**src/include/rocc_dma_consts.svh**
```systemverilog
// constants for the custom-instruction memory copy accelerator
`ifndef ROCC_DMA_CONSTS_SVH
`define ROCC_DMA_CONSTS_SVH

// custom-0 major opcode
`define ROCC_OPCODE 7'h0b

// funct codes of the kept commands
`define FUNCT_CONFIG 7'd0
`define FUNCT_LOAD 7'd1
`define FUNCT_STATUS 7'd2
`define FUNCT_STORE 7'd3

// burst lengths in words
`define BURST_SHORT 128
`define BURST_LONG 1024

// local buffer holds one long burst
`define BUF_DEPTH 1024

// byte increment between consecutive words
`define WORD_STEP 4

// last tag value before rolling back to zero
`define TAG_WRAP 63

// memory command encodings
`define MEM_CMD_READ 5'd0
`define MEM_CMD_WRITE 5'd1

`endif

```
**src/rocc_dma_pkg.sv**
```systemverilog
// shared types of the memory copy accelerator
package rocc_dma_pkg;

  // register operand and response data
  typedef logic [31:0] xlen_t;

  // memory address
  typedef logic [31:0] addr_t;

  // memory data word
  typedef logic [31:0] word_t;

  // memory request tag
  typedef logic [8:0] tag_t;

  // memory command
  typedef logic [4:0] mem_cmd_t;

  // destination register index
  typedef logic [4:0] reg_idx_t;

  // instruction funct field
  typedef logic [6:0] funct_t;

  // buffer index, also used as word counter
  typedef logic [9:0] buf_idx_t;

  // burst sequencer states
  typedef enum logic [1:0] {
    BURST_IDLE,
    BURST_LOAD,
    BURST_STORE_PREP,
    BURST_STORE
  } burst_state_t;

endpackage

```
**src/rocc_cmd_decode.sv**
```systemverilog
// command decoder that accepts instructions, keeps the length flag and issues burst requests
`include "rocc_dma_consts.svh"

module rocc_cmd_decode (
  input  logic                   clock,
  input  logic                   reset,
  input  logic                   cmd_valid,
  input  logic [6:0]             cmd_opcode,
  input  rocc_dma_pkg::funct_t   cmd_funct,
  input  rocc_dma_pkg::reg_idx_t cmd_rd,
  input  logic                   cmd_xd,
  input  rocc_dma_pkg::xlen_t    cmd_rs1,
  input  rocc_dma_pkg::xlen_t    cmd_rs2,
  input  logic                   resp_pending,
  input  logic                   busy,
  output logic                   cmd_ready,
  output logic                   start_load,
  output logic                   start_store,
  output rocc_dma_pkg::addr_t    base_addr,
  output logic                   long_burst,
  output logic                   resp_req,
  output rocc_dma_pkg::funct_t   resp_funct,
  output rocc_dma_pkg::reg_idx_t resp_rd
);

  logic accept;
  logic is_custom;
  logic is_load;
  logic is_store;
  logic is_config;

  // one response in flight at a time
  assign cmd_ready = !resp_pending;
  assign accept    = cmd_valid && cmd_ready;

  assign is_custom = (cmd_opcode == `ROCC_OPCODE);
  assign is_config = is_custom && (cmd_funct == `FUNCT_CONFIG);
  assign is_load   = is_custom && (cmd_funct == `FUNCT_LOAD);
  assign is_store  = is_custom && (cmd_funct == `FUNCT_STORE);

  // rs2 has no meaning for any of the kept commands

  always_ff @(posedge clock or posedge reset)
  begin
    if (reset)
    begin
      start_load  <= 1'b0;
      start_store <= 1'b0;
      resp_req    <= 1'b0;
      long_burst  <= 1'b0;
    end
    else
    begin
      // burst commands during an active burst are dropped
      start_load  <= accept && is_load && !busy;
      start_store <= accept && is_store && !busy;
      resp_req    <= accept && cmd_xd;
      if (accept && is_config)
      begin
        long_burst <= cmd_rs1[0];
      end
    end
  end

  always_ff @(posedge clock)
  begin
    if (accept)
    begin
      base_addr <= rocc_dma_pkg::addr_t'(cmd_rs1);
      resp_rd   <= cmd_rd;
      // foreign opcodes map to an unused funct, answered with zero
      if (is_custom)
      begin
        resp_funct <= cmd_funct;
      end
      else
      begin
        resp_funct <= '1;
      end
    end
  end

endmodule

```
**config.mk**
```make
export PLATFORM = sky130hd
export DESIGN_NAME = rocc_cmd_decode
export DESIGN_NICKNAME = d
export VERILOG_FILES = /design/src/rocc_dma_pkg.sv /design/src/rocc_cmd_decode.sv
export VERILOG_INCLUDE_DIRS = /design/src /design/src/include
export SDC_FILE = /design/constraint.sdc
export NUM_CORES = 1
export LEC_CHECK = 0
export BUFFER_PORTS_ARGS = -buffer_cell sky130_fd_sc_hd__buf_2
export CORE_MARGIN = 1.5
export CORE_UTILIZATION = 38
export CTS_BUF_LIST = sky130_fd_sc_hd__clkbuf_2 sky130_fd_sc_hd__clkbuf_4 sky130_fd_sc_hd__clkbuf_8
export CTS_CLUSTER_SIZE = 40
export DETAILED_ROUTE_END_ITERATION = 12
export PLACE_DENSITY = 0.89
export SYNTH_ARGS = -nofsm -noshare
export SYNTH_HDL_FRONTEND = slang
export SYNTH_SLANG_ARGS = --single-unit
export TNS_END_PERCENT = 1
```
**constraint.sdc**
```tcl
create_clock -name clock -period 0.8 [get_ports clock]
set_input_delay 0 -clock clock [delete_from_list [all_inputs] [get_ports clock]]
set_output_delay 0 -clock clock [all_outputs]
set_load 0.005 [all_outputs]
```
==> metrics.yaml, run 1 <==
timing:
  finalWorstPathRequiredPeriod_ns: 1.38
  fmax_ghz: 0.726
  fin_crit_sh_pct: 172
  worst_slew_pin_slew_ns: 0.240
  maxSlewViolCount: 0
  layout_setup_ws_ns: -0.578
  finClkSkew_ns: 0
  rsz0062_at_grt: "true"
  hold_ws_ns: -0.0233
  setup-violations-final: 38
  max-slew-margin-rel_pct: 83.9
  finalHoldViolCount: 3
floorplanning:
  top_level_ports: 138
  coreArea_um2: 4000
  num_rows: 23
  start_util_pct: 39.4
  dieArea_um2: 4540
  die_height_um: 67.4
  dieWidth_um: 67.4
placement:
  gp_congestion: 0.700
  portBuffers: 105
  dp_hpwl_mm: 2.56
  place_area_um2: 2230
detailed_routing:
  drc_errors: 0
  drtIter0Drc: 70
  dr.pass1.iters: 5
  final_antenna_net_count: 0
  routed_wl_mm: 4.33
  avgViaCountPerCell: 4.57
  avgRoutedWirePerCell_um: 15.5
  routed-via-count: 1275
logic_synthesis:
  ys.flop_type: "edfxtp_1"
  ys_types: 17
  syn-num-nets: 160
  synthCells: 71
  synth-seq-cells: 48
  synth_commonest_cells: "edfxtp_1 (44), or2_2 (6), dfrtp_1 (4), inv_1 (3), nor2_1 (2)"
  seq_area_frac_synth_pct: 90.2
  synthArstFlopShare_pct: 8.33
  synth_area_per_cell_um2: 22.2
  synth-edff-count: 44
  syn_area_um2: 1580
  yosysMostFrequentCell: "edfxtp_1"
  yosys.area.top_type: "edfxtp_1"
  netlist.area_leader.share_pct: 83.8
  yosys_warnings: 0
  synth_area_leaders: "edfxtp_1 (84%), dfrtp_1 (6.3%), or2_2 (2.4%), nor4_2 (0.79%), inv_1 (0.71%)"
finish:
  nets: 317
  area_delta_synth_final_pct: 76.2
  n_antenna_cell: 0
  final_core_util_pct: 69.4
  layout-drive-gt1-share_pct: 58.1
  fin_area_um2: 2780
critical_path:
  path_buf_inv: 1
  cp_max_fo: 2
  crit_type: "in2reg"
  critPathArrivalTime_ns: 1.57
  end_kind: "flop"
  crit_chain: "buf_2 > or4b_4 > or4_4 > nor4_4 > mux2_4"
  crit_slowest_cell: "or4b_4"
  slowest_delay_ns: 0.52
  path_delay_family: "simple AND/OR/NAND/NOR gates"
  required_ns: 1.00
  cp-start-kind: "input pin"
power_and_ir_drop:
  ir_worst_vdd_v: 0.00157
  p_leak_uw: 0.00122
  power_density_nw_per_um2: 1890
job:
  maxCapViolCount: 0
clock_tree:
  clk_root_buffer_cell: "clkbuf_8"
  clock_sinks: 48
  cts-buffers-inserted: 5
  clkSlewWorstSetupHoldPaths_ns: 0.09
  cts_tree: "yes"
  htree_levels: 2
  cts_hold_buf: 40
  clockBufferDepth: 2
  clk_latency_ns: 0.30
grt:
  gr-usage-met2_pct: 34.4
  grt_usage_pct: 19.0
  grt_pass1_wl_mm: 5.83
  grt-ovfl-total: 0
  grt_use_met1_pct: 18.9
  grt-busiest-layer: "met2"
  grt_start_max_net_pins: 24
  grt_util_met3_pct: 8.00
  antenna_found_initial: 0
  grt_pass1_vias: 1237
worst_hold_path:
  min_path_type: "in2reg"
status:
  violations: "hold timing, setup timing"
  status: "complete, but fails checks"
## final cells by class
type,count,area [um^2]
clock buffer,5,68.8
fill,261,1220
clock inverter,3,42.5
inverter,3,11.3
timing repair buffer,150,995
sequential,48,1420
multi-input combinational,20,176
tap,50,62.6
## sequential cells by signal, indices dropped and copies added (netlist names)
register / cells
start_store: 1
start_load: 1
base_addr: 32
resp_funct: 7
resp_rd: 5
resp_req: 1
long_burst: 1
## per-stage QoR
step	hold WS [ns]	TNS [ns]	instances	power, uW	setup WS, ns
floorplan	-0.234	-14.69	71	3070	-0.744
global placement	-0.118	-11.80	231	3370	-0.895
detailed placement	-0.111	-12.82	231	3390	-0.949
CTS	-0.0265	-1.87	279	5230	-0.591
global route	-0.0259	-4.70	279	5440	-0.590
finish	-0.0233	-2.96	279	5240	-0.578
## layer usage
layer  up-vias  routed length (um)
met1       591                1490
met2        92                2330
met4         0                  86
met3         9                 422
met5         -                   0
li1        583                   -
## path summary, 6_finish.rpt
path | startpoint | endpoint | slack (ns) | cells past startpoint
setup / recovery | cmd_funct[3] | long_burst | -0.58 | 5
hold / removal | cmd_funct[6] | resp_funct[6] | -0.02 | 2
setup reg to reg | long_burst | long_burst | 0.02 | 1
hold reg to reg | long_burst | long_burst | 0.56 | 1
max in group asynchronous | reset | resp_req | 0.48 | 3
min in group asynchronous | reset | start_load | 0.15 | 3
## what timing repair did
item,in CTS,in global routing
buffers inserted,0,0
hold endpoints to repair,50,5
resized for setup,4,4
pin swaps,1,0
endpoints found under the setup margin,42,58
## kinds of logic after synthesis
logic type,after synthesis,share of synthesized area (%)
flip-flops,48,90.2
AND/OR/NAND/NOR,19,8.41
buffers and inverters,3,0.714
multiplexers,1,0.714
## report_power, final
part | internal [uW] | switching, uW | leakage, uW
Sequential | 2900 | 36.9 | 0.000480
Combinational | 357 | 224 | 0.000684
Clock | 924 | 803 | 0.0000541
## cells in the final DEF (no fill, tap or decap)
master,instances
nand2b_1,1
nor4_4,1
clkinvlp_4,1
buf_4,3
clkinv_2,1
or2_4,1
and2_1,1
and2b_2,1
buf_12,2
nor2_1,2
or4b_4,1
inv_1,3
buf_2,104
nor3_2,1
or2_2,5
dlygate4sd3_1,40
or4_4,1
buf_6,1
or4b_2,1
bufinv_16,1
mux2_4,1
clkbuf_8,5
edfxtp_1,44
nor3b_2,1
or3_2,1
nand4_1,1
dfrtp_1,4
(Power assumes the default switching activity.)
==> run 2, diff against run 1 <==
- CORE_UTILIZATION: 38 -> 35
- PLACE_DENSITY: 0.89 -> 0.86
- clock period: 0.8 -> 1.1 ns (I/O delays scaled with it)
==> metrics.yaml, run 2 (synthesized netlist as in run 1, its figures left out) <==
power_and_ir_drop:
  p_leak_uw: 0.00121  # -1.0%
  ir_worst_vdd_v: 0.000520  # -67%
  power_density_nw_per_um2: 1290  # -32%
finish:
  nets: 320  # +0.95%
  layoutNonFillerInstCount: 284  # +1.8%
  multi_input_area_um2: 169  # -4.3%
  area_delta_synth_final_pct: 75.8
  regMostFlops: "base_addr"
  n_antenna_cell: 0  # unchanged
  top_regs: "base_addr x32, resp_funct x7, resp_rd x5"
  layout_commonest_cell: "buf_2"
  largest_register_ffs: 32  # unchanged
  layout-drive-gt1-share_pct: 55.6  # -2.5 points
  n_fill_cell: 317  # +21%
  final_core_util_pct: 63.6  # -5.8 points
  layout_common_cells: "buf_2 (104), dlygate4sd3_1 (45), edfxtp_1 (44), or2_2 (6), clkbuf_8 (5)"
  seqCellArea_um2: 1420  # unchanged
timing:
  finClkSkew_ns: 0  # unchanged
  max-slew-margin-rel_pct: 84.3  # +0.44 points
  fmax_ghz: 0.736
  maxSlewViolCount: 0  # unchanged
  layout_setup_ws_ns: -0.259  # +0.319 ns
  finalWorstPathRequiredPeriod_ns: 1.36
  finalSetupTns_ns: -0.272  # +2.68 ns
  setup-violations-final: 2  # -95%
  rsz0062_at_grt: "true"
  worst_slew_pin_slew_ns: 0.235  # -0.00479 ns
  fin_crit_sh_pct: 124
  finalHoldViolCount: 0  # -3
clock_tree:
  htree_levels: 2  # unchanged
  clockBufferDepth: 2  # unchanged
  clock_sinks: 48  # unchanged
  clk_latency_ns: 0.29  # about the same
  clk_root_buffer_cell: "clkbuf_8"
  cts_tree: "yes"
  clkSlewWorstSetupHoldPaths_ns: 0.08  # about the same
  cts-buffers-inserted: 5  # unchanged
critical_path:
  crit_slowest_cell: "or4b_4"
  regToRegStartpoint: "long_burst"
  crit_type: "in2reg"
  reg2reg_depth: 1  # unchanged
  path_delay_family: "simple AND/OR/NAND/NOR gates"
  crit_chain: "buf_6 > or4b_4 > or4_4 > nor4_4 > mux2_4"
  end_kind: "flop"
  critPathArrivalTime_ns: 1.54  # -0.03 ns
  slowest_delay_ns: 0.53  # about the same
  cp-start-kind: "input pin"
  path_buf_inv: 1  # unchanged
  worst_r2r_endpoint: "long_burst"
  cp_max_fo: 3  # +1
  required_ns: 1.28  # +0.28 ns
  r2r_setup_slack_ns: 0.32  # +0.30 ns
placement:
  place_ws_ns: -0.613  # +0.336 ns
  dp.cells: 231  # unchanged
  gp_congestion: 0.676  # -3.5%
  portBuffers: 105  # unchanged
floorplanning:
  start_util_pct: 36.2  # -3.2 points
  num_rows: 24  # +4.3%
  die_height_um: 70.1  # +4.0%
  coreArea_um2: 4350  # +8.9%
  top_level_ports: 138  # unchanged
  dieArea_um2: 4920  # +8.2%
  dieWidth_um: 70.1  # +4.0%
detailed_routing:
  routed_wl_mm: 4.26  # -1.8%
  avgViaCountPerCell: 4.43  # -3.1%
  routed-via-count: 1257  # -1.4%
  avgRoutedWirePerCell_um: 15.0  # -3.6%
  final_antenna_net_count: 0  # unchanged
  drtIter0Drc: 99  # +41%
  drc_errors: 0  # unchanged
  dr.pass1.iters: 4  # -1
worst_hold_path:
  whs_endpoint: "resp_funct[5]"
  min_path_type: "in2reg"
  hold_depth: 2  # unchanged
  min-delay-start: "cmd_funct[5]"
grt:
  grt-ovfl-total: 0  # unchanged
  grt_pass1_wl_mm: 6.47  # +11%
  antenna_found_initial: 0  # unchanged
  grt_pass1_vias: 1313  # +6.1%
  grt_start_max_net_pins: 46  # +92%
  grt_usage_pct: 17.7  # -1.3 points
status:
  violations: "setup timing"
  status: "complete, but fails checks"
job:
  maxCapViolCount: 0  # unchanged
[run 2: stage by stage]
stage          area, um^2  total power [uW]  hold WS (ns)
2_1_floorplan        1580              2230        -0.234
3_3_place_gp         2200              2440        -0.109
3_5_place_dp         2200              2460        -0.111
4_1_cts              2750              3580      -0.00493
5_1_grt              2770              3700        0.0171
6_report             2770              3570        0.0110
[run 2: where the power goes]
group / switching, uW / internal (uW)
Combinational: 156 / 261
Clock: 575 / 439
Sequential: 28.6 / 2110
[run 2: timing repair]
action | 4_1_cts | 5_1_grt
setup buffers | 0 | 0
hold buffers | 45 | 0
endpoints found under the setup margin | 2 | 3
gates resized for setup | 1 | 5
hold endpoints to repair | 50 | 0
[run 2: cell type report]
type                    count  share of cell area, %
flip-flops and latches     48                   51.3
repair buffers            153                   36.7
multi-input cells          20                   6.09
clock buffers               5                   2.48
well taps                  52                   2.35
clock inverters             3                  0.677
inverters                   3                  0.406
[run 2: per-layer routing]
layer | part of all wire [%] | routed length (um) | global-route usage [%]
met2 | 53 | 2250 | 31.7
met3 | 9.7 | 412 | 6.06
met1 | 35 | 1490 | 18.2
met5 | 0 | 0 | 0
met4 | 2.6 | 110 | 8.76
[run 2: how the worst max path moves through the flow]
stage	start	endpoint	slack [ns]	cells past startpoint
4_1_cts	resp_pending	long_burst	-0.29	5
2_1_floorplan	resp_pending	long_burst	-0.44	4
3_5_place_dp	resp_pending	long_burst	-0.61	5
5_1_grt	resp_pending	long_burst	-0.29	5
6_report	resp_pending	long_burst	-0.26	5
3_3_place_gp	resp_pending	long_burst	-0.59	5
