===== src/include/rocc_dma_consts.svh =====
// constants for the custom-instruction memory copy accelerator
`ifndef ROCC_DMA_CONSTS_SVH
`define ROCC_DMA_CONSTS_SVH

// custom-0 major opcode
`define ROCC_OPCODE 7'h0b

// funct codes of the kept commands
`define FUNCT_CONFIG 7'd0
`define FUNCT_LOAD 7'd1
`define FUNCT_STATUS 7'd2
`define FUNCT_STORE 7'd3

// burst lengths in words
`define BURST_SHORT 128
`define BURST_LONG 1024

// local buffer holds one long burst
`define BUF_DEPTH 1024

// byte increment between consecutive words
`define WORD_STEP 4

// last tag value before rolling back to zero
`define TAG_WRAP 63

// memory command encodings
`define MEM_CMD_READ 5'd0
`define MEM_CMD_WRITE 5'd1

`endif


===== src/rocc_dma_pkg.sv =====
// shared types of the memory copy accelerator
package rocc_dma_pkg;

  // register operand and response data
  typedef logic [31:0] xlen_t;

  // memory address
  typedef logic [31:0] addr_t;

  // memory data word
  typedef logic [31:0] word_t;

  // memory request tag
  typedef logic [8:0] tag_t;

  // memory command
  typedef logic [4:0] mem_cmd_t;

  // destination register index
  typedef logic [4:0] reg_idx_t;

  // instruction funct field
  typedef logic [6:0] funct_t;

  // buffer index, also used as word counter
  typedef logic [9:0] buf_idx_t;

  // burst sequencer states
  typedef enum logic [1:0] {
    BURST_IDLE,
    BURST_LOAD,
    BURST_STORE_PREP,
    BURST_STORE
  } burst_state_t;

endpackage


===== src/rocc_resp_unit.sv =====
// response stage that captures the reply data and holds it until the core takes it
`include "rocc_dma_consts.svh"

module rocc_resp_unit (
  input  logic                   clock,
  input  logic                   reset,
  input  logic                   resp_req,
  input  rocc_dma_pkg::funct_t   resp_funct,
  input  rocc_dma_pkg::reg_idx_t resp_rd,
  input  logic                   busy,
  input  logic                   long_burst,
  input  logic                   resp_ready,
  output logic                   resp_valid,
  output rocc_dma_pkg::reg_idx_t resp_rd_out,
  output rocc_dma_pkg::xlen_t    resp_data,
  output logic                   resp_pending
);

  rocc_dma_pkg::xlen_t data_next;

  // a request still in the decoder register also counts as pending
  assign resp_pending = resp_valid || resp_req;

  always_comb
  begin
    case (resp_funct)
      `FUNCT_CONFIG: data_next = rocc_dma_pkg::xlen_t'(resp_rd);
      `FUNCT_LOAD:   data_next = rocc_dma_pkg::xlen_t'(busy);
      `FUNCT_STORE:  data_next = rocc_dma_pkg::xlen_t'(busy);
      `FUNCT_STATUS: data_next = rocc_dma_pkg::xlen_t'({long_burst, busy});
      default:       data_next = '0;
    endcase
  end

  always_ff @(posedge clock or posedge reset)
  begin
    if (reset)
    begin
      resp_valid <= 1'b0;
    end
    else if (resp_req)
    begin
      resp_valid <= 1'b1;
    end
    else if (resp_valid && resp_ready)
    begin
      resp_valid <= 1'b0;
    end
  end

  always_ff @(posedge clock)
  begin
    if (resp_req)
    begin
      resp_rd_out <= resp_rd;
      resp_data   <= data_next;
    end
  end

endmodule


===== config.mk =====
export PLATFORM = sky130hd
export DESIGN_NAME = rocc_resp_unit
export DESIGN_NICKNAME = d
export VERILOG_FILES = /design/src/rocc_dma_pkg.sv /design/src/rocc_resp_unit.sv
export VERILOG_INCLUDE_DIRS = /design/src /design/src/include
export SDC_FILE = /design/constraint.sdc
export NUM_CORES = 1
export LEC_CHECK = 0
export BUFFER_PORTS_ARGS = -buffer_cell sky130_fd_sc_hd__buf_2
export CAP_MARGIN = 10
export CORE_MARGIN = 2
export CORE_UTILIZATION = 33
export CTS_CLUSTER_DIAMETER = 150
export DETAILED_ROUTE_END_ITERATION = 6
export PLACE_DENSITY = 0.83
export REMOVE_ABC_BUFFERS = 1
export SYNTH_ARGS = -nofsm -noshare
export SYNTH_HDL_FRONTEND = slang
export SYNTH_SLANG_ARGS = --single-unit

===== constraint.sdc =====
create_clock -name clock -period 0.8 [get_ports clock]
set_input_delay 0.04 -clock clock [delete_from_list [all_inputs] [get_ports clock]]
set_output_delay 0.04 -clock clock [all_outputs]
set_load 0.01 [all_outputs]

==> results of run 1 <==
[through the flow]
step	TNS (ps)	cells	util, %	hold WS [ps]	area (µm²)
finish	-601	121	45.6	50.5	867
global route	-1020	121	45.6	77.4	867
CTS	-625	121	45.1	50.0	858
detailed placement	-1640	111	39.2	-123	746
global placement	-1370	111	39.2	-127	746
floorplan	-718	52	-	-231	544
[routing by layer]
| layer | wire (µm) | global-route usage (%) | vias up |
|---|---|---|---|
| met2 | 611 | 21.8 | 48 |
| met1 | 403 | 8.33 | 208 |
| met5 | 0 | 0 | - |
| li1 | - | - | 213 |
| met4 | 0 | 4.29 | 0 |
| met3 | 179 | 3.70 | 0 |
[synthesized netlist by cell type]
| cell | instances |
|---|---|
| mux2i_1 | 1 |
| buf_4 | 27 |
| edfxtp_1 | 10 |
| conb_1 | 1 |
| or3b_2 | 1 |
| or4_4 | 1 |
| and4bb_1 | 3 |
| nor2_1 | 1 |
| inv_1 | 2 |
| o21ai_0 | 1 |
| dfrtp_1 | 1 |
| or2_2 | 1 |
| a211oi_1 | 1 |
| nor4_2 | 1 |
| a21o_1 | 1 |
[what timing repair did]
action,CTS,global route
endpoints found under the setup margin,11,17
hold buffers,6,0
endpoints found under the hold margin,6,0
pin swaps,1,0
gates cloned,0,0
resized for setup,5,1
[power by group through the flow]
stage	registers (mW)	logic, mW	clock network (mW)
floorplan	0.712	0.0793	0
global placement	0.686	0.210	0
detailed placement	0.688	0.216	0
CTS	0.676	0.253	0.362
global route	0.679	0.279	0.397
finish	0.676	0.258	0.356
[state kept, by name, summed over array words and instances (netlist names)]
name / flops
resp_rd_out: 5
resp_valid: 1
resp_data: 5
[critical path, cell delays in order (launching register included)]
cell	delay, ps
dfrtp_1	380
or2_4	230
buf_6	120
[worst min path at each step]
stage	start	end	slack [ps]	depth (start not counted)
global placement	reset	resp_valid$_DFFE_PP0P_	-130	2
finish	resp_ready	resp_valid$_DFFE_PP0P_	50	3
detailed placement	reset	resp_valid$_DFFE_PP0P_	-120	2
floorplan	reset	resp_valid$_DFFE_PP0P_	-230	1
CTS	resp_ready	resp_valid$_DFFE_PP0P_	50	3
global route	resp_ready	resp_valid$_DFFE_PP0P_	80	3
[area by class of cell]
class	count	area (µm²)
timing repair buffer	38	246
fill	165	1030
tap	27	33.8
inverter	2	7.51
multi-input combinational	39	228
clock buffer	4	26.3
sequential	11	325
[logic make-up after synthesis]
family	count (synthesis)	share of synthesized area, %
buf+inv	29	32.4
mux	1	1.54
simple gates	8	12.3
compound gates	3	3.08
flops	11	50.1
other cells	1	0.577
==> qor.csv, run 1 <==
stage,metric,value,unit
power,combPwrFrac,20.0,%
critical_path,cp.arrival,980,ps
placement,dp_hpwl,979,µm
critical_path,r2r_cells,2,
clocking,cts_root_buf,clkbuf_4,
critical_path,crit_start,resp_valid$_DFFE_PP0P_,
grt,grt_max_degree,13,
power,p_sw,320,µW
drt,via_per_inst,3.88,
synthesis,ys_seq_area_share,50.1,%
hold_path,hold_path_class,primary input to flip-flop,
placement,post-place-ws,-346,ps
power,switching_share,24.8,%
power,power.internal,970,µW
drt,first_iter_violations,6,
critical_path,rrSetupSlack,40,ps
floorplanning,row_count,16,
clocking,clock-sinks,11,
finish,diodes,0,
finish,layout_commonest_cell,conb_1,
clocking,post-cts-setup-buffers,0,
synthesis,ys_types,15,
clocking,clockBufferDepth,2,
grt,grt.total_usage,10.4,%
drt,firstDrtPassIters,3,
finish,drive_gt1_share,42.6,%
power,total_power,1.29,mW
synthesis,synth.avg_cell_area,12.3,µm²
clocking,clk_pin_slew,70,ps
run,maxCapViolations,0,
drt,drt-total-wl,1190,µm
synthesis,synth_area,649,µm²
synthesis,yosys_warnings,0,
timing,fin_crit_sh,127,%
floorplanning,die_h,48.4,µm
critical_path,crit_fanout,2,
power,p_clk_share,27.6,%
floorplanning,die_width,48.4,µm
floorplanning,pin_count,57,
clocking,cts_tree,built,
outcome,status,"complete, but fails checks",
power,power_density,1490,nW/µm²
grt,antenna_found_initial,0,
power,ir_drop,0.000597,V
grt,grt_pass1_vias,449,
timing,setup_violations,10,
clocking,ctsHtreeMaxLevel,1,
floorplanning,dieArea,2340,µm²
finish,final_nets,113,
critical_path,reg2reg_from,resp_valid$_DFFE_PP0P_,
floorplanning,start_util,34.1,%
timing,fmax,0.984,GHz
clocking,clkLatencyLatePin,260,ps
power,p_leak,0.427,nW
synthesis,synthCells,53,
grt,grt_first_pass_wirelength,1830,µm
timing,rsz0062_at_grt,yes,
critical_path,critical_path_required,760,ps
timing,drv_slew,0,
finish,area_growth,33.5,%
timing,layout_setup_ws,-216,ps
clocking,cts_buffers,3,
timing,clock_skew,0,ps
timing,final.min_clock_period,1020,ps
timing,final_hold_viol_count,0,
synthesis,synth_seq_cells,11,
drt,drc,0,
critical_path,path_class,flip-flop to output pin,
drt,antenna_left,0,
placement,port_buffers,29,
critical_path,cp-endpoint,resp_pending,
drt,post_drt_wl_per_cell,9.87,µm
synthesis,yosysTopAreaCell,edfxtp_1,
power,p_seq_share,52.4,%
outcome,violations,negative setup slack,
grt,gr-total-overflow,0,
synthesis,synth_area_leaders,"edfxtp_1, buf_4, and4bb_1, dfrtp_1, nor4_2",
placement,gp_congestion,0.727,
floorplanning,core,1900,µm²
synthesis,synth_top_area_share,46.2,%
critical_path,start_kind,flip-flop,
drt,vias,469,
finish,mostFrequentLayoutCells,"conb_1, buf_2, edfxtp_1, dlygate4sd3_1",
critical_path,endpoint_kind,output pin,
critical_path,reg2reg_to,resp_valid$_DFFE_PP0P_,
(Power assumes the default switching activity.)
==> inputs of run 2 (changes only) <==
Settings changed: ABC_AREA set to 1, PLACE_DENSITY 0.83 to 0.82.
Clock period 0.8 ns to 0.88 ns, I/O delays scaled along.
==> qor.csv, run 2 <==
stage,metric,value,unit,change
hold_path,hold_path_startpoint,long_burst,,
timing,final_hold_viol_count,0,,unchanged
synthesis,ys_types,13,,-2
finish,top_regs,"resp_data: 5 flops, resp_rd_out: 5 flops, resp_valid: 1 flops",,
grt,gr-total-overflow,0,,unchanged
run,maxCapViolations,0,,unchanged
synthesis,synth_most_common_cell,buf_4,,
grt,antenna_found_initial,0,,unchanged
finish,final_nets,129,,+14%
placement,placedCellCount,126,,+14%
critical_path,crit_fanout,2,,unchanged
clocking,clock-sinks,11,,unchanged
synthesis,async_flop_share,9.09,%,unchanged
hold_path,hold_depth,3,,unchanged
critical_path,endpoint_kind,output pin,,
floorplanning,dieArea,2430,µm²,+3.9%
power,combPwrFrac,18.9,%,-1.1 points
placement,gp_congestion,0.691,,-5.0%
timing,setup_violations,1,,-9
drt,drc,0,,unchanged
placement,dp_hpwl,881,µm,-10%
grt,grt_max_degree,12,,-1
power,switching_share,25.0,%,+0.16 points
timing,rsz0062_at_grt,yes,,
critical_path,r2r_cells,2,,unchanged
synthesis,synth_common_cells,"buf_4, edfxtp_1, inv_1",,
finish,area_growth,25.1,%,
clocking,clockBufferDepth,2,,unchanged
power,p_leak,0.449,nW,+5.3%
critical_path,start_kind,flip-flop,,
synthesis,synth_top_area_share,44.4,%,-1.9 points
clocking,post-cts-setup-buffers,0,,unchanged
placement,port_buffers,29,,unchanged
floorplanning,die_h,49.3,µm,+1.9%
synthesis,synth_edf_count,10,,unchanged
drt,vias,500,,+6.6%
grt,grt_pass1_vias,420,,-6.5%
critical_path,critical_path_required,840,ps,+80 ps
timing,final.min_clock_period,918,ps,
timing,layout_setup_ws,-37.9,ps,+178 ps
power,p_clk_share,27.6,%,about the same
power,power.internal,865,µW,-11%
synthesis,synth_flop_cell,edfxtp_1,,
critical_path,cp-endpoint,resp_pending,,
clocking,cts_root_buf,clkbuf_4,,
critical_path,worstPathCellList,inv_2 -> nand2_1 -> buf_2,,
power,p_sw,288,µW,-10%
finish,final_util,43.6,%,-2.0 points
critical_path,critPathTopFamily,flip-flops,,
clocking,cts_buffers,3,,unchanged
timing,whs,96.3,ps,+45.8 ps
synthesis,synth_area,677,µm²,+4.2%
timing,clock_skew,0,ps,unchanged
critical_path,crit_slowest_cell,dfrtp_1,,
drt,via_per_inst,3.65,,-5.8%
critical_path,rrSetupSlack,240,ps,+200 ps
hold_path,hold_path_class,primary input to flip-flop,,
drt,post_drt_wl_per_cell,8.20,µm,-17%
power,total_power,1.15,mW,-11%
clocking,clk_pin_slew,60,ps,about the same
finish,drive_gt1_share,33.6,%,-8.9 points
power,power_density,1360,nW/µm²,-8.6%
outcome,status,"complete, but fails checks",,
timing,drv_slew,0,,unchanged
finish,diodes,0,,unchanged
critical_path,cp_num_buf_inv,2,,+1
synthesis,synthCells,71,,+34%
timing,fmax,1.09,GHz,
outcome,violations,negative setup slack,,
critical_path,cp.arrival,870,ps,-110 ps
clocking,cts_tree,built,,
grt,grt.total_usage,9.65,%,-0.73 points
floorplanning,row_count,16,,unchanged
clocking,ctsHtreeMaxLevel,1,,unchanged
grt,grt_first_pass_wirelength,1730,µm,-5.3%
synthesis,synth_seq_cells,11,,unchanged
synthesis,yosys_warnings,0,,unchanged
synthesis,ys_seq_area_share,48.1,%,-2.0 points
drt,firstDrtPassIters,1,,-2
floorplanning,pin_count,57,,unchanged
floorplanning,die_width,49.3,µm,+1.9%
critical_path,path_class,flip-flop to output pin,,
drt,first_iter_violations,0,,-6
finish,layout_commonest_cell,buf_2,,
floorplanning,core,1940,µm²,+2.1%
timing,fin_crit_sh,104,%,
synthesis,yosysTopAreaCell,edfxtp_1,,
synthesis,synth.avg_cell_area,9.53,µm²,-22%
finish,mostFrequentLayoutCells,"buf_2, conb_1, edfxtp_1, inv_1",,
critical_path,crit_start,resp_valid$_DFFE_PP0P_,,
floorplanning,start_util,34.9,%,+0.71 points
critical_path,reg2reg_to,resp_valid$_DFFE_PP0P_,,
power,p_seq_share,53.5,%,+1.1 points
placement,dpl_cell_area,751,µm²,+0.67%
drt,drt-total-wl,1120,µm,-5.9%
critical_path,worstSetupPathDepth,3,,+1
critical_path,reg2reg_from,resp_valid$_DFFE_PP0P_,,
finish,fin_cells,137,,+13%
drt,antenna_left,0,,unchanged
finish,final_area,847,µm²,-2.3%
clocking,clkLatencyLatePin,260,ps,about the same
power,ir_drop,0.000637,V,+6.8%
synthesis,synth_area_leaders,"edfxtp_1, buf_4, inv_1, nand2_1, dfrtp_1",,
critical_path,max_stage_delay,390,ps,about the same
[run 2: cell count changes after synthesis, moves of 2 or more]
| cell | change |
|---|---|
| and4bb_1 | -3 |
| inv_1 | +7 |
| nand2_1 | +7 |
| nand3_1 | +4 |
| nor2_1 | +3 |
| nor2_2 | +2 |
| nor3b_1 | +3 |
[run 2: worst min path at each step]
| stage | end | slack (ps) |
|---|---|---|
| 6_report | resp_data[1]$_DFFE_PP_ | 100 |
| 5_1_grt | resp_data[1]$_DFFE_PP_ | 120 |
| 4_1_cts | resp_data[1]$_DFFE_PP_ | 90 |
| 3_5_place_dp | resp_valid$_DFFE_PP0P_ | -120 |
| 3_3_place_gp | resp_valid$_DFFE_PP0P_ | -120 |
| 2_1_floorplan | resp_valid$_DFFE_PP0P_ | -230 |
[run 2: power groups by stage]
stage / clock (mW) / combinational, mW / sequential (mW)
after global routing: 0.353 / 0.239 / 0.620
after detailed placement: 0 / 0.191 / 0.626
after floorplan: 0 / 0.0810 / 0.647
after global placement: 0 / 0.188 / 0.624
final: 0.318 / 0.218 / 0.616
after CTS: 0.338 / 0.216 / 0.615
[run 2: cell families after synthesis]
family	count (synthesis)	synth area share (%)
AOI/OAI and AO/OA	1	0.739
buffers and inverters	37	35.5
DFF	11	48.1
other	1	0.554
and+or+nand+nor	21	15.2
[run 2: repair_timing]
action | CTS | global route
endpoints found under the hold margin | 7 | 0
resized for setup | 0 | 1
setup endpoints to repair | 1 | 1
hold buffers | 7 | 0
[run 2: area by class of cell]
cell class | instances | area (µm²)
flip-flops and latches | 11 | 325
clock buffers | 4 | 26.3
multi-input cells | 49 | 209
fillers | 192 | 1090
repair buffers | 36 | 215
well taps | 27 | 33.8
inverters | 10 | 37.5
[run 2: through the flow]
stage          TNS (ps)  worst slack, ps
2_1_floorplan         0              237
3_3_place_gp          0              131
3_5_place_dp          0             84.9
4_1_cts           -55.3            -55.3
5_1_grt           -74.2            -74.2
6_report          -37.9            -37.9
[run 2: worst reg2reg max path, cell delays in order, from the launching register on]
cell and delay, ps:
dfrtp_1 390, inv_2 60, o21ai_0 70
[run 2: metal layers]
layer / vias up / global-route usage (%) / wire (µm) / part of all wire (%)
met2: 45 / 18.5 / 601 / 54
met1: 209 / 8.62 / 341 / 30
met5: - / 0 / 0 / 0
li1: 244 / - / - / -
met3: 2 / 2.15 / 164 / 15
met4: 0 / 7.14 / 14 / 1.2
