File: src/include/rocc_dma_consts.svh
// constants for the custom-instruction memory copy accelerator
`ifndef ROCC_DMA_CONSTS_SVH
`define ROCC_DMA_CONSTS_SVH

// custom-0 major opcode
`define ROCC_OPCODE 7'h0b

// funct codes of the kept commands
`define FUNCT_CONFIG 7'd0
`define FUNCT_LOAD 7'd1
`define FUNCT_STATUS 7'd2
`define FUNCT_STORE 7'd3

// burst lengths in words
`define BURST_SHORT 128
`define BURST_LONG 1024

// local buffer holds one long burst
`define BUF_DEPTH 1024

// byte increment between consecutive words
`define WORD_STEP 4

// last tag value before rolling back to zero
`define TAG_WRAP 63

// memory command encodings
`define MEM_CMD_READ 5'd0
`define MEM_CMD_WRITE 5'd1

`endif

File: src/rocc_dma_pkg.sv
// shared types of the memory copy accelerator
package rocc_dma_pkg;

  // register operand and response data
  typedef logic [31:0] xlen_t;

  // memory address
  typedef logic [31:0] addr_t;

  // memory data word
  typedef logic [31:0] word_t;

  // memory request tag
  typedef logic [8:0] tag_t;

  // memory command
  typedef logic [4:0] mem_cmd_t;

  // destination register index
  typedef logic [4:0] reg_idx_t;

  // instruction funct field
  typedef logic [6:0] funct_t;

  // buffer index, also used as word counter
  typedef logic [9:0] buf_idx_t;

  // burst sequencer states
  typedef enum logic [1:0] {
    BURST_IDLE,
    BURST_LOAD,
    BURST_STORE_PREP,
    BURST_STORE
  } burst_state_t;

endpackage

File: src/rocc_burst_ctrl.sv
// burst sequencer for memory loads into the buffer and stores out of it
`include "rocc_dma_consts.svh"

module rocc_burst_ctrl (
  input  logic                   clock,
  input  logic                   reset,
  input  logic                   start_load,
  input  logic                   start_store,
  input  rocc_dma_pkg::addr_t    base_addr,
  input  logic                   long_burst,
  input  logic                   mem_req_ready,
  input  logic                   mem_resp_valid,
  input  rocc_dma_pkg::word_t    buf_rdata,
  output logic                   busy,
  output logic                   mem_req_valid,
  output rocc_dma_pkg::addr_t    mem_req_addr,
  output rocc_dma_pkg::tag_t     mem_req_tag,
  output rocc_dma_pkg::mem_cmd_t mem_req_cmd,
  output rocc_dma_pkg::word_t    mem_req_data,
  output logic                   buf_we,
  output logic                   buf_re,
  output rocc_dma_pkg::buf_idx_t buf_idx,
  output logic                   interrupt
);

  rocc_dma_pkg::burst_state_t state;
  rocc_dma_pkg::buf_idx_t     req_cnt;
  rocc_dma_pkg::buf_idx_t     resp_cnt;
  rocc_dma_pkg::buf_idx_t     last_idx;
  rocc_dma_pkg::tag_t         next_tag;
  logic                       req_fire;
  logic                       resp_take;

  assign req_fire  = mem_req_valid && mem_req_ready;
  assign resp_take = (state == rocc_dma_pkg::BURST_LOAD) && mem_resp_valid;

  assign next_tag = (mem_req_tag == rocc_dma_pkg::tag_t'(`TAG_WRAP)) ? '0 :
                    mem_req_tag + 1'b1;

  // strobe cycle already counts as busy
  assign busy = (state != rocc_dma_pkg::BURST_IDLE) || start_load || start_store;

  // store data comes straight from the buffer output register
  assign mem_req_data = buf_rdata;

  assign buf_we = resp_take;
  assign buf_re = (state == rocc_dma_pkg::BURST_STORE_PREP) ||
                  ((state == rocc_dma_pkg::BURST_STORE) && req_fire);

  always_comb
  begin
    case (state)
      rocc_dma_pkg::BURST_LOAD:  buf_idx = resp_cnt;
      // fetch the word after the one being accepted
      rocc_dma_pkg::BURST_STORE: buf_idx = req_cnt + 1'b1;
      default:                   buf_idx = '0;
    endcase
  end

  always_ff @(posedge clock or posedge reset)
  begin
    if (reset)
    begin
      state         <= rocc_dma_pkg::BURST_IDLE;
      req_cnt       <= '0;
      resp_cnt      <= '0;
      last_idx      <= '0;
      mem_req_valid <= 1'b0;
      mem_req_addr  <= '0;
      mem_req_tag   <= '0;
      mem_req_cmd   <= `MEM_CMD_READ;
      interrupt     <= 1'b0;
    end
    else
    begin
      interrupt <= 1'b0;
      case (state)
        rocc_dma_pkg::BURST_IDLE:
        begin
          if (start_load || start_store)
          begin
            last_idx     <= long_burst ? rocc_dma_pkg::buf_idx_t'(`BURST_LONG - 1) :
                                         rocc_dma_pkg::buf_idx_t'(`BURST_SHORT - 1);
            req_cnt      <= '0;
            resp_cnt     <= '0;
            mem_req_addr <= base_addr;
            mem_req_tag  <= next_tag;
          end
          if (start_load)
          begin
            state         <= rocc_dma_pkg::BURST_LOAD;
            mem_req_cmd   <= `MEM_CMD_READ;
            mem_req_valid <= 1'b1;
          end
          else if (start_store)
          begin
            state       <= rocc_dma_pkg::BURST_STORE_PREP;
            mem_req_cmd <= `MEM_CMD_WRITE;
          end
        end
        rocc_dma_pkg::BURST_LOAD:
        begin
          if (req_fire)
          begin
            req_cnt      <= req_cnt + 1'b1;
            mem_req_addr <= mem_req_addr + rocc_dma_pkg::addr_t'(`WORD_STEP);
            if (req_cnt == last_idx)
            begin
              mem_req_valid <= 1'b0;
            end
          end
          // burst ends on the last response, not the last request
          if (resp_take)
          begin
            resp_cnt <= resp_cnt + 1'b1;
            if (resp_cnt == last_idx)
            begin
              state     <= rocc_dma_pkg::BURST_IDLE;
              interrupt <= 1'b1;
            end
          end
        end
        rocc_dma_pkg::BURST_STORE_PREP:
        begin
          // word 0 is in the buffer output register now
          state         <= rocc_dma_pkg::BURST_STORE;
          mem_req_valid <= 1'b1;
        end
        rocc_dma_pkg::BURST_STORE:
        begin
          if (req_fire)
          begin
            req_cnt      <= req_cnt + 1'b1;
            mem_req_addr <= mem_req_addr + rocc_dma_pkg::addr_t'(`WORD_STEP);
            if (req_cnt == last_idx)
            begin
              mem_req_valid <= 1'b0;
              state         <= rocc_dma_pkg::BURST_IDLE;
              interrupt     <= 1'b1;
            end
          end
        end
        default:
        begin
          state <= rocc_dma_pkg::BURST_IDLE;
        end
      endcase
    end
  end

endmodule

File: config.mk
export PLATFORM = sky130hd
export DESIGN_NAME = rocc_burst_ctrl
export DESIGN_NICKNAME = d
export VERILOG_FILES = /design/src/rocc_dma_pkg.sv /design/src/rocc_burst_ctrl.sv
export VERILOG_INCLUDE_DIRS = /design/src /design/src/include
export SDC_FILE = /design/constraint.sdc
export NUM_CORES = 1
export LEC_CHECK = 0
export ABC_AREA = 1
export BUFFER_PORTS_ARGS = -buffer_cell sky130_fd_sc_hd__buf_2
export CAP_MARGIN = 20
export CORE_MARGIN = 5
export CORE_UTILIZATION = 56
export CTS_CLUSTER_DIAMETER = 120
export DETAILED_ROUTE_END_ITERATION = 10
export PLACE_DENSITY = 0.91
export RECOVER_POWER = 25
export SYNTH_ARGS = -nofsm -noshare
export SYNTH_HDL_FRONTEND = slang
export SYNTH_SLANG_ARGS = --single-unit
File: constraint.sdc
create_clock -name clock -period 6 [get_ports clock]
set_input_delay 1.8 -clock clock [delete_from_list [all_inputs] [get_ports clock]]
set_output_delay 1.8 -clock clock [all_outputs]
set_load 0.005 [all_outputs]
==> impl_metrics.yaml, run 1 <==
grt:
  busiest_layer: "met2"
  antenna_violations_before_repair: 0
  via_count_of_the_first_global_routing_pass: 4619
  globalRouteMet2Util_pct: 39.23
  grtUsageMet3_pct: 7.090
  grtUsageMet1_pct: 30.36
  grt_overflow_total: 0
  maximum_number_of_pins_on_one_net_before_global_route_repair: 46
  grt_first_pass_wirelength_um: 21820
  grt_usage_pct: 23.77
logic_synthesis:
  seq_area_frac_synth_pct: 33.91
  synth_largest_area_cell: "dfrtp_1"
  leading_post_synthesis_cells_by_cell_area: "dfrtp_1 (34%), nand2_1 (19%), inv_1 (7.6%), nor2_1 (7.6%), nand3_1 (5.7%)"
  yosys.area.top_type_share_pct: 33.91
  ys_types: 34
  syn-instance-count: 791
  flip_flop_and_latch_count_after_synthesis: 68
  cell_area_after_technology_mapping_um2: 5019
  yosysWarnings: 0
  synth_edf_count: 0
  most_frequently_used_flop_master_after_synthesis: "dfrtp_1"
  syn_avg_cell_area_um2: 6.345
  ys_async_sr_fraction_pct: 100.0
worst_setup_path:
  setup.worst_path.end_class: "flop"
  timing.critical_path.required_ns: 6.25
  timing.critical_path.from_type: "input pin"
  rr_endpoint: "mem_req_addr[19]"
  worst-r2r-cell-count: 11
  r2r_path_start: "state[0]"
  rrSetupSlack_ns: 2.60
  worst-endpoint-arrival_ns: 5.02
  crit_type: "in2reg"
  cp-startpoint: "start_load"
  largest_fanout_on_the_critical_path: 39
sta:
  slew_violations: 14
  fin_worst_setup_slack_ns: 1.229
  fmax_mhz: 209.6
  final_number_of_setup_violating_endpoints: 0
  min_period_ns: 4.771
  slew_headroom_pct: -14.36
  setup_tns_ns: 0
  hold_violation_total_from_the_final_report: 0
  period_share_pct: 79.52
  unrepaired_setup_endpoints_after_global_routing: "false"
  worst_pin_slew_ns: 1.697
  finalClockSkew_ns: 0.009873
run_status:
  violations_in_the_final_reports: "max-capacitance violations, max-slew violations"
  outcome: "finished, violations left"
flow_run:
  maxCapViolCount: 1
die:
  ios: 164
  placement_rows: 34
  initial_core_util_pct: 57.55
  floorplan.die_area_um2: 10950
  floorplan.die.height_um: 104.7
  die_w_um: 104.7
  core-area_um2: 8721
placed_design:
  half_perimeter_wire_length_after_detailed_placement_um: 9424
  total_instance_count_after_detailed_placement: 942
  port_buffer_cells: 95
  pre_cts_setup_slack_ns: 1.823
  place.gp.congestion: 0.9526
detailed_routing:
  antenna_nets_post_route: 0
  wl_per_cell_um: 13.61
  wire_length_reported_by_the_detailed_router_um: 13030
  vias: 5104
  drt-initial-drc-count: 384
  drt_drc_violations_left: 0
  first_pass_iters: 5
  avg_vias_per_cell: 5.328
clock_tree:
  root_buffer: "clkbuf_8"
  cts-buffers-inserted: 9
  worst_setup_hold_path_clk_slew_ns: 0.08
  cts_tree: "yes"
  max-clock-path-buffers: 2
  postCtsSetupRepairBufs: 0
  cts_repair_resize_count: 0
  post_cts_hold_buffer_count: 0
  numClockSinks: 68
  worstSkewPairLatency_ns: 0.36
  cts_max_level: 3
min_path:
  worst_hold_path.num_cells: 2
  min_from: "mem_req_addr[0]"
  whs_endpoint: "mem_req_addr[0]"
  min-delay-path-class: "reg2reg"
layout:
  layout.cells.most_common: "nand2_1"
  fin_cells: 958
  final_layout_size_suffix_gt1_share_pct: 15.29
  num_antenna_cells: 0
  area_grow_syn2layout_pct: 9.175
  design.final.nets: 920
  most-common-layout-cells: "nand2_1 (249), nor2_1 (101), inv_1 (101), buf_2 (94), dfrtp_1 (68)"
power_and_ir_drop:
  power_density_nw_per_um2: 195.0
  max-vdd-ir-drop_v: 0.0001472
  static_power_due_to_leakage_nw: 3.006
-- area by class of cell --
| type | instances | area, um^2 |
|---|---|---|
| sequential | 68 | 1702 |
| timing repair buffer | 98 | 496.7 |
| inverter | 107 | 404.1 |
| multi-input combinational | 561 | 2516 |
| tap | 108 | 135.1 |
| clock inverter | 6 | 87.58 |
| clock buffer | 10 | 137.6 |
| fill | 808 | 3242 |
-- synth_stat cells (3+ instances only) --
master,count
clkbuf_1,9
inv_1,101
o21ai_1,17
or2_2,3
nand4_1,11
nor2_2,4
a21oi_1,16
nand3_1,57
o21ai_0,44
buf_4,38
o22ai_1,14
ha_1,4
buf_6,3
nor2_4,4
dfrtp_1,68
nor2_1,101
xor2_1,6
nor3_1,15
inv_2,3
nand2_1,249
buf_2,7
-- cells by family (layout without fill, tap and decap cells) --
kind of cell | Yosys count | count (layout) | synth area share [%]
compound gates | 96 | 96 | 10.32
xor+xnor | 8 | 8 | 1.396
fa+ha+maj | 4 | 4 | 0.9973
buf+inv | 165 | 221 | 15.86
flops | 68 | 68 | 33.91
other cells | 1 | 4 | 0.07472
simple gates | 449 | 449 | 37.45
-- routing by layer --
metal / wire length, um / part of all wire (%)
met4: 265 / 2.0
met5: 0 / 0
met1: 5438 / 42
met2: 6213 / 48
met3: 1117 / 8.6
-- metrics by stage --
stage	util, %	total power [mW]	hold slack (ns)	instance area [um^2]
2_1_floorplan	-	0.6030	0.4724	5030
3_3_place_gp	60.44	0.6401	0.4672	5271
3_5_place_dp	60.44	0.6408	0.4615	5271
4_1_cts	63.03	1.073	0.4905	5497
5_1_grt	62.83	1.121	0.5308	5479
6_report	62.83	1.068	0.4910	5479
-- power by group --
part	leakage [nW]	switching [mW]	internal, mW
clock network	0.116	0.188	0.245
registers	0.786	0.0276	0.474
logic	2.10	0.0795	0.0533
-- registers in the layout (all words and copies together) (netlist names) --
name / cells
mem_req_tag: 9
mem_req_addr: 32
state: 2
req_cnt: 10
resp_cnt: 10
interrupt: 1
last_idx: 2
mem_req_cmd: 1
mem_req_valid: 1
-- critical path, stage by stage --
cell	delay, ns
clkbuf_1	0.13
o21ai_0	1.32
inv_2	0.49
nor2_4	0.18
buf_4	0.39
inv_2	0.33
o21ai_1	0.17
nand2_1	0.07
nand2_1	0.08
inv_1	0.05
-- worst max path at each step --
stage	slack, ns	endpoint
2_1_floorplan	2.18	buf_re
3_3_place_gp	1.82	buf_re
3_5_place_dp	1.82	buf_re
4_1_cts	1.82	buf_re
5_1_grt	0.89	mem_req_addr[6]
6_report	1.23	mem_req_addr[19]
No activity file was read; power rests on OpenSTA's default activity.
==> inputs of run 2 (changes only) <==
--- a/config.mk
+++ b/config.mk
@@ -6,14 +6,14 @@
 export SDC_FILE = /design/constraint.sdc
 export NUM_CORES = 1
 export LEC_CHECK = 0
-export ABC_AREA = 1
+export ABC_AREA = 0
 export BUFFER_PORTS_ARGS = -buffer_cell sky130_fd_sc_hd__buf_2
 export CAP_MARGIN = 20
 export CORE_MARGIN = 5
-export CORE_UTILIZATION = 56
+export CORE_UTILIZATION = 45
 export CTS_CLUSTER_DIAMETER = 120
 export DETAILED_ROUTE_END_ITERATION = 10
-export PLACE_DENSITY = 0.91
+export PLACE_DENSITY = 0.81
 export RECOVER_POWER = 25
 export SYNTH_ARGS = -nofsm -noshare
 export SYNTH_HDL_FRONTEND = slang
==> constraint.sdc (replaced) <==
create_clock -name clock -period 4.3 [get_ports clock]
set_input_delay 1.29 -clock clock [delete_from_list [all_inputs] [get_ports clock]]
set_output_delay 1.29 -clock clock [all_outputs]
set_load 0.005 [all_outputs]
==> impl_metrics.yaml, run 2 <==
run_status:
  outcome: "finished, final reports clean"
die:
  floorplan.die_area_um2: 11730
  die_w_um: 108.3
  floorplan.die.height_um: 108.3
  ios: 164
  placement_rows: 35
  initial_core_util_pct: 46.61
  core-area_um2: 9328
power_and_ir_drop:
  p_sw_mw: 0.5492
  max-vdd-ir-drop_v: 0.0002376
  power.total_mw: 1.608
  internal_power_mw: 1.059
  power_density_nw_per_um2: 334.4
  static_power_due_to_leakage_nw: 2.313
  sw_frac_of_total_pct: 34.15
  pwr-share-clk_pct: 29.9
  p_seq_share_pct: 50.5
  pwr-share-comb_pct: 19.7
grt:
  grt_usage_pct: 19.88
  via_count_of_the_first_global_routing_pass: 3836
  grt_first_pass_wirelength_um: 18780
  grt_overflow_total: 0
  maximum_number_of_pins_on_one_net_before_global_route_repair: 46
  antenna_violations_before_repair: 0
logic_synthesis:
  yosys.area.top_type_share_pct: 39.14
  leading_post_synthesis_cells_by_cell_area: "dfrtp_1 (39%), buf_4 (6.2%), nand2_1 (4.9%), mux2i_1 (4.1%), nand3_1 (3.9%)"
  yosysWarnings: 0
  syn-instance-count: 510
  flip_flop_and_latch_count_after_synthesis: 68
  synth_commonest_cells: "dfrtp_1 (68), nand2_1 (57), nor2_1 (43)"
  synth_most_common_cell: "dfrtp_1"
  ys_async_sr_fraction_pct: 100.0
  ys_types: 54
  seq_area_frac_synth_pct: 39.14
  most_frequently_used_flop_master_after_synthesis: "dfrtp_1"
  synth_largest_area_cell: "dfrtp_1"
  synth_edf_count: 0
  cell_area_after_technology_mapping_um2: 4348
  syn_avg_cell_area_um2: 8.525
layout:
  num_antenna_cells: 0
  design.final.nets: 637
  top_regs: "mem_req_addr: 32 flops, req_cnt: 10 flops, resp_cnt: 10 flops"
  largest_register_ff_count: 32
  design_area_um2: 4808
  final_layout_size_suffix_gt1_share_pct: 23.10
  postLayoutCoreUtil_pct: 51.55
  largest_register: "mem_req_addr"
  area_grow_syn2layout_pct: 10.59
  final.fill_count: 878
  layout.cells.most_common: "buf_2"
  area.sequential_um2: 1702
  most-common-layout-cells: "buf_2 (94), dfrtp_1 (68), nand2_1 (57), nor2_1 (43), nand3_1 (34)"
  multi_input_area_um2: 2208
clock_tree:
  root_buffer: "clkbuf_8"
  cts_tree: "yes"
  cts_max_level: 3
  numClockSinks: 68
  worstSkewPairLatency_ns: 0.35
  worst_setup_hold_path_clk_slew_ns: 0.08
  max-clock-path-buffers: 2
  cts-buffers-inserted: 9
  cts_repair_resize_count: 0
  postCtsSetupRepairBufs: 0
  post_cts_hold_buffer_count: 0
worst_setup_path:
  timing.critical_path.from_type: "flop"
  crit_type: "reg2out"
  cp-startpoint: "req_cnt[2]"
  timing.critical_path.required_ns: 3.01
  r2r_path_start: "state[0]"
  worst-r2r-cell-count: 6
  setup.worst_path.end_class: "output pin"
  worst-endpoint-arrival_ns: 2.17
  largest_fanout_on_the_critical_path: 8
detailed_routing:
  avg_vias_per_cell: 5.826
  vias: 4055
  first_pass_iters: 5
  drt-initial-drc-count: 223
  wire_length_reported_by_the_detailed_router_um: 11490
  drt_drc_violations_left: 0
  antenna_nets_post_route: 0
  wl_per_cell_um: 16.51
sta:
  setup_tns_ns: 0
  slew_violations: 0
  hold_violation_total_from_the_final_report: 0
  fmax_mhz: 288.9
  period_share_pct: 80.49
  worst_pin_slew_ns: 1.163
  unrepaired_setup_endpoints_after_global_routing: "false"
  min_period_ns: 3.461
  slew_headroom_pct: 22.45
  finalClockSkew_ns: 0.007711
  final_number_of_setup_violating_endpoints: 0
flow_run:
  maxCapViolCount: 0
min_path:
  worst_hold_path.num_cells: 2
  min-delay-path-class: "reg2reg"
  min_from: "mem_req_addr[1]"
placed_design:
  place.gp.congestion: 0.9354
  half_perimeter_wire_length_after_detailed_placement_um: 8187
  cell_area_after_placement_um2: 4642
  port_buffer_cells: 95
## run 2: changes by cell type after synthesis, moves of 11 or more
cell,delta
nor2_1,-58
clkbuf_1,+11
inv_1,-89
o22ai_1,+11
nand2_1,-192
o21ai_1,-16
nand3_1,-23
mux2i_1,+18
a21oi_1,+16
o21ai_0,-18
## run 2: path summary, 6_finish.rpt
kind,to,slack (ns)
min in group asynchronous,mem_req_tag[1],1.11
min,mem_req_addr[1],0.48
max in group asynchronous,mem_req_addr[3],1.55
max,buf_idx[9],0.84
max reg2reg,req_cnt[5],1.96
min reg2reg,mem_req_addr[1],0.48
## run 2: kinds of logic (layout without fill, tap and decap cells)
kind of cell             Yosys count  count (layout)  synth area share [%]
AO/OA/AOI/OAI                    115             115                 16.20
XOR/XNOR                          22              22                 4.432
multiplexers                      19              19                 4.403
flip-flops                        68              68                 39.14
AND/OR/NAND/NOR                  206             206                 24.26
other                              1               4               0.08625
buffers and inverters             75             129                 10.33
adder cells (fa/ha/maj)            4               4                 1.151
## run 2: power by group through the flow
stage | Combinational (mW) | Clock, mW | Sequential (mW)
after detailed placement | 0.318 | 0 | 0.821
after CTS | 0.321 | 0.492 | 0.809
after global routing | 0.363 | 0.524 | 0.820
after floorplan | 0.237 | 0 | 0.787
after global placement | 0.311 | 0 | 0.815
final | 0.316 | 0.480 | 0.812
## run 2: cell type report
cell class | instances | area share (%)
well taps | 129 | 3.357
clock inverters | 7 | 1.067
multi-input cells | 370 | 45.93
repair buffers | 101 | 10.75
inverters | 12 | 0.9368
flip-flops and latches | 68 | 35.39
clock buffers | 9 | 2.576
## run 2: per-stage QoR
step	hold slack (ns)	setup slack, ns	std cells
after floorplan	0.4697	1.298	513
after global placement	0.4559	1.082	680
after detailed placement	0.4714	1.056	680
after CTS	0.4897	0.8384	696
after global routing	0.5061	0.6320	696
final	0.4837	0.8389	696
## run 2: critical path, stage by stage (launching register included)
cell and delay, ns:
dfrtp_1 0.48, nand4_1 0.18, nor2_1 0.31, nand3_1 0.17, xor2_1 0.18, a211oi_1 0.32
buf_2 0.18
## run 2: per-layer routing
metal	global-route usage, %	share of wire [%]	vias to the layer above
met5	0	0	-
met4	8.386	2.3	0
met3	5.254	8.5	30
met2	30.95	46	166
met1	26.20	43	1957
li1	-	-	1902
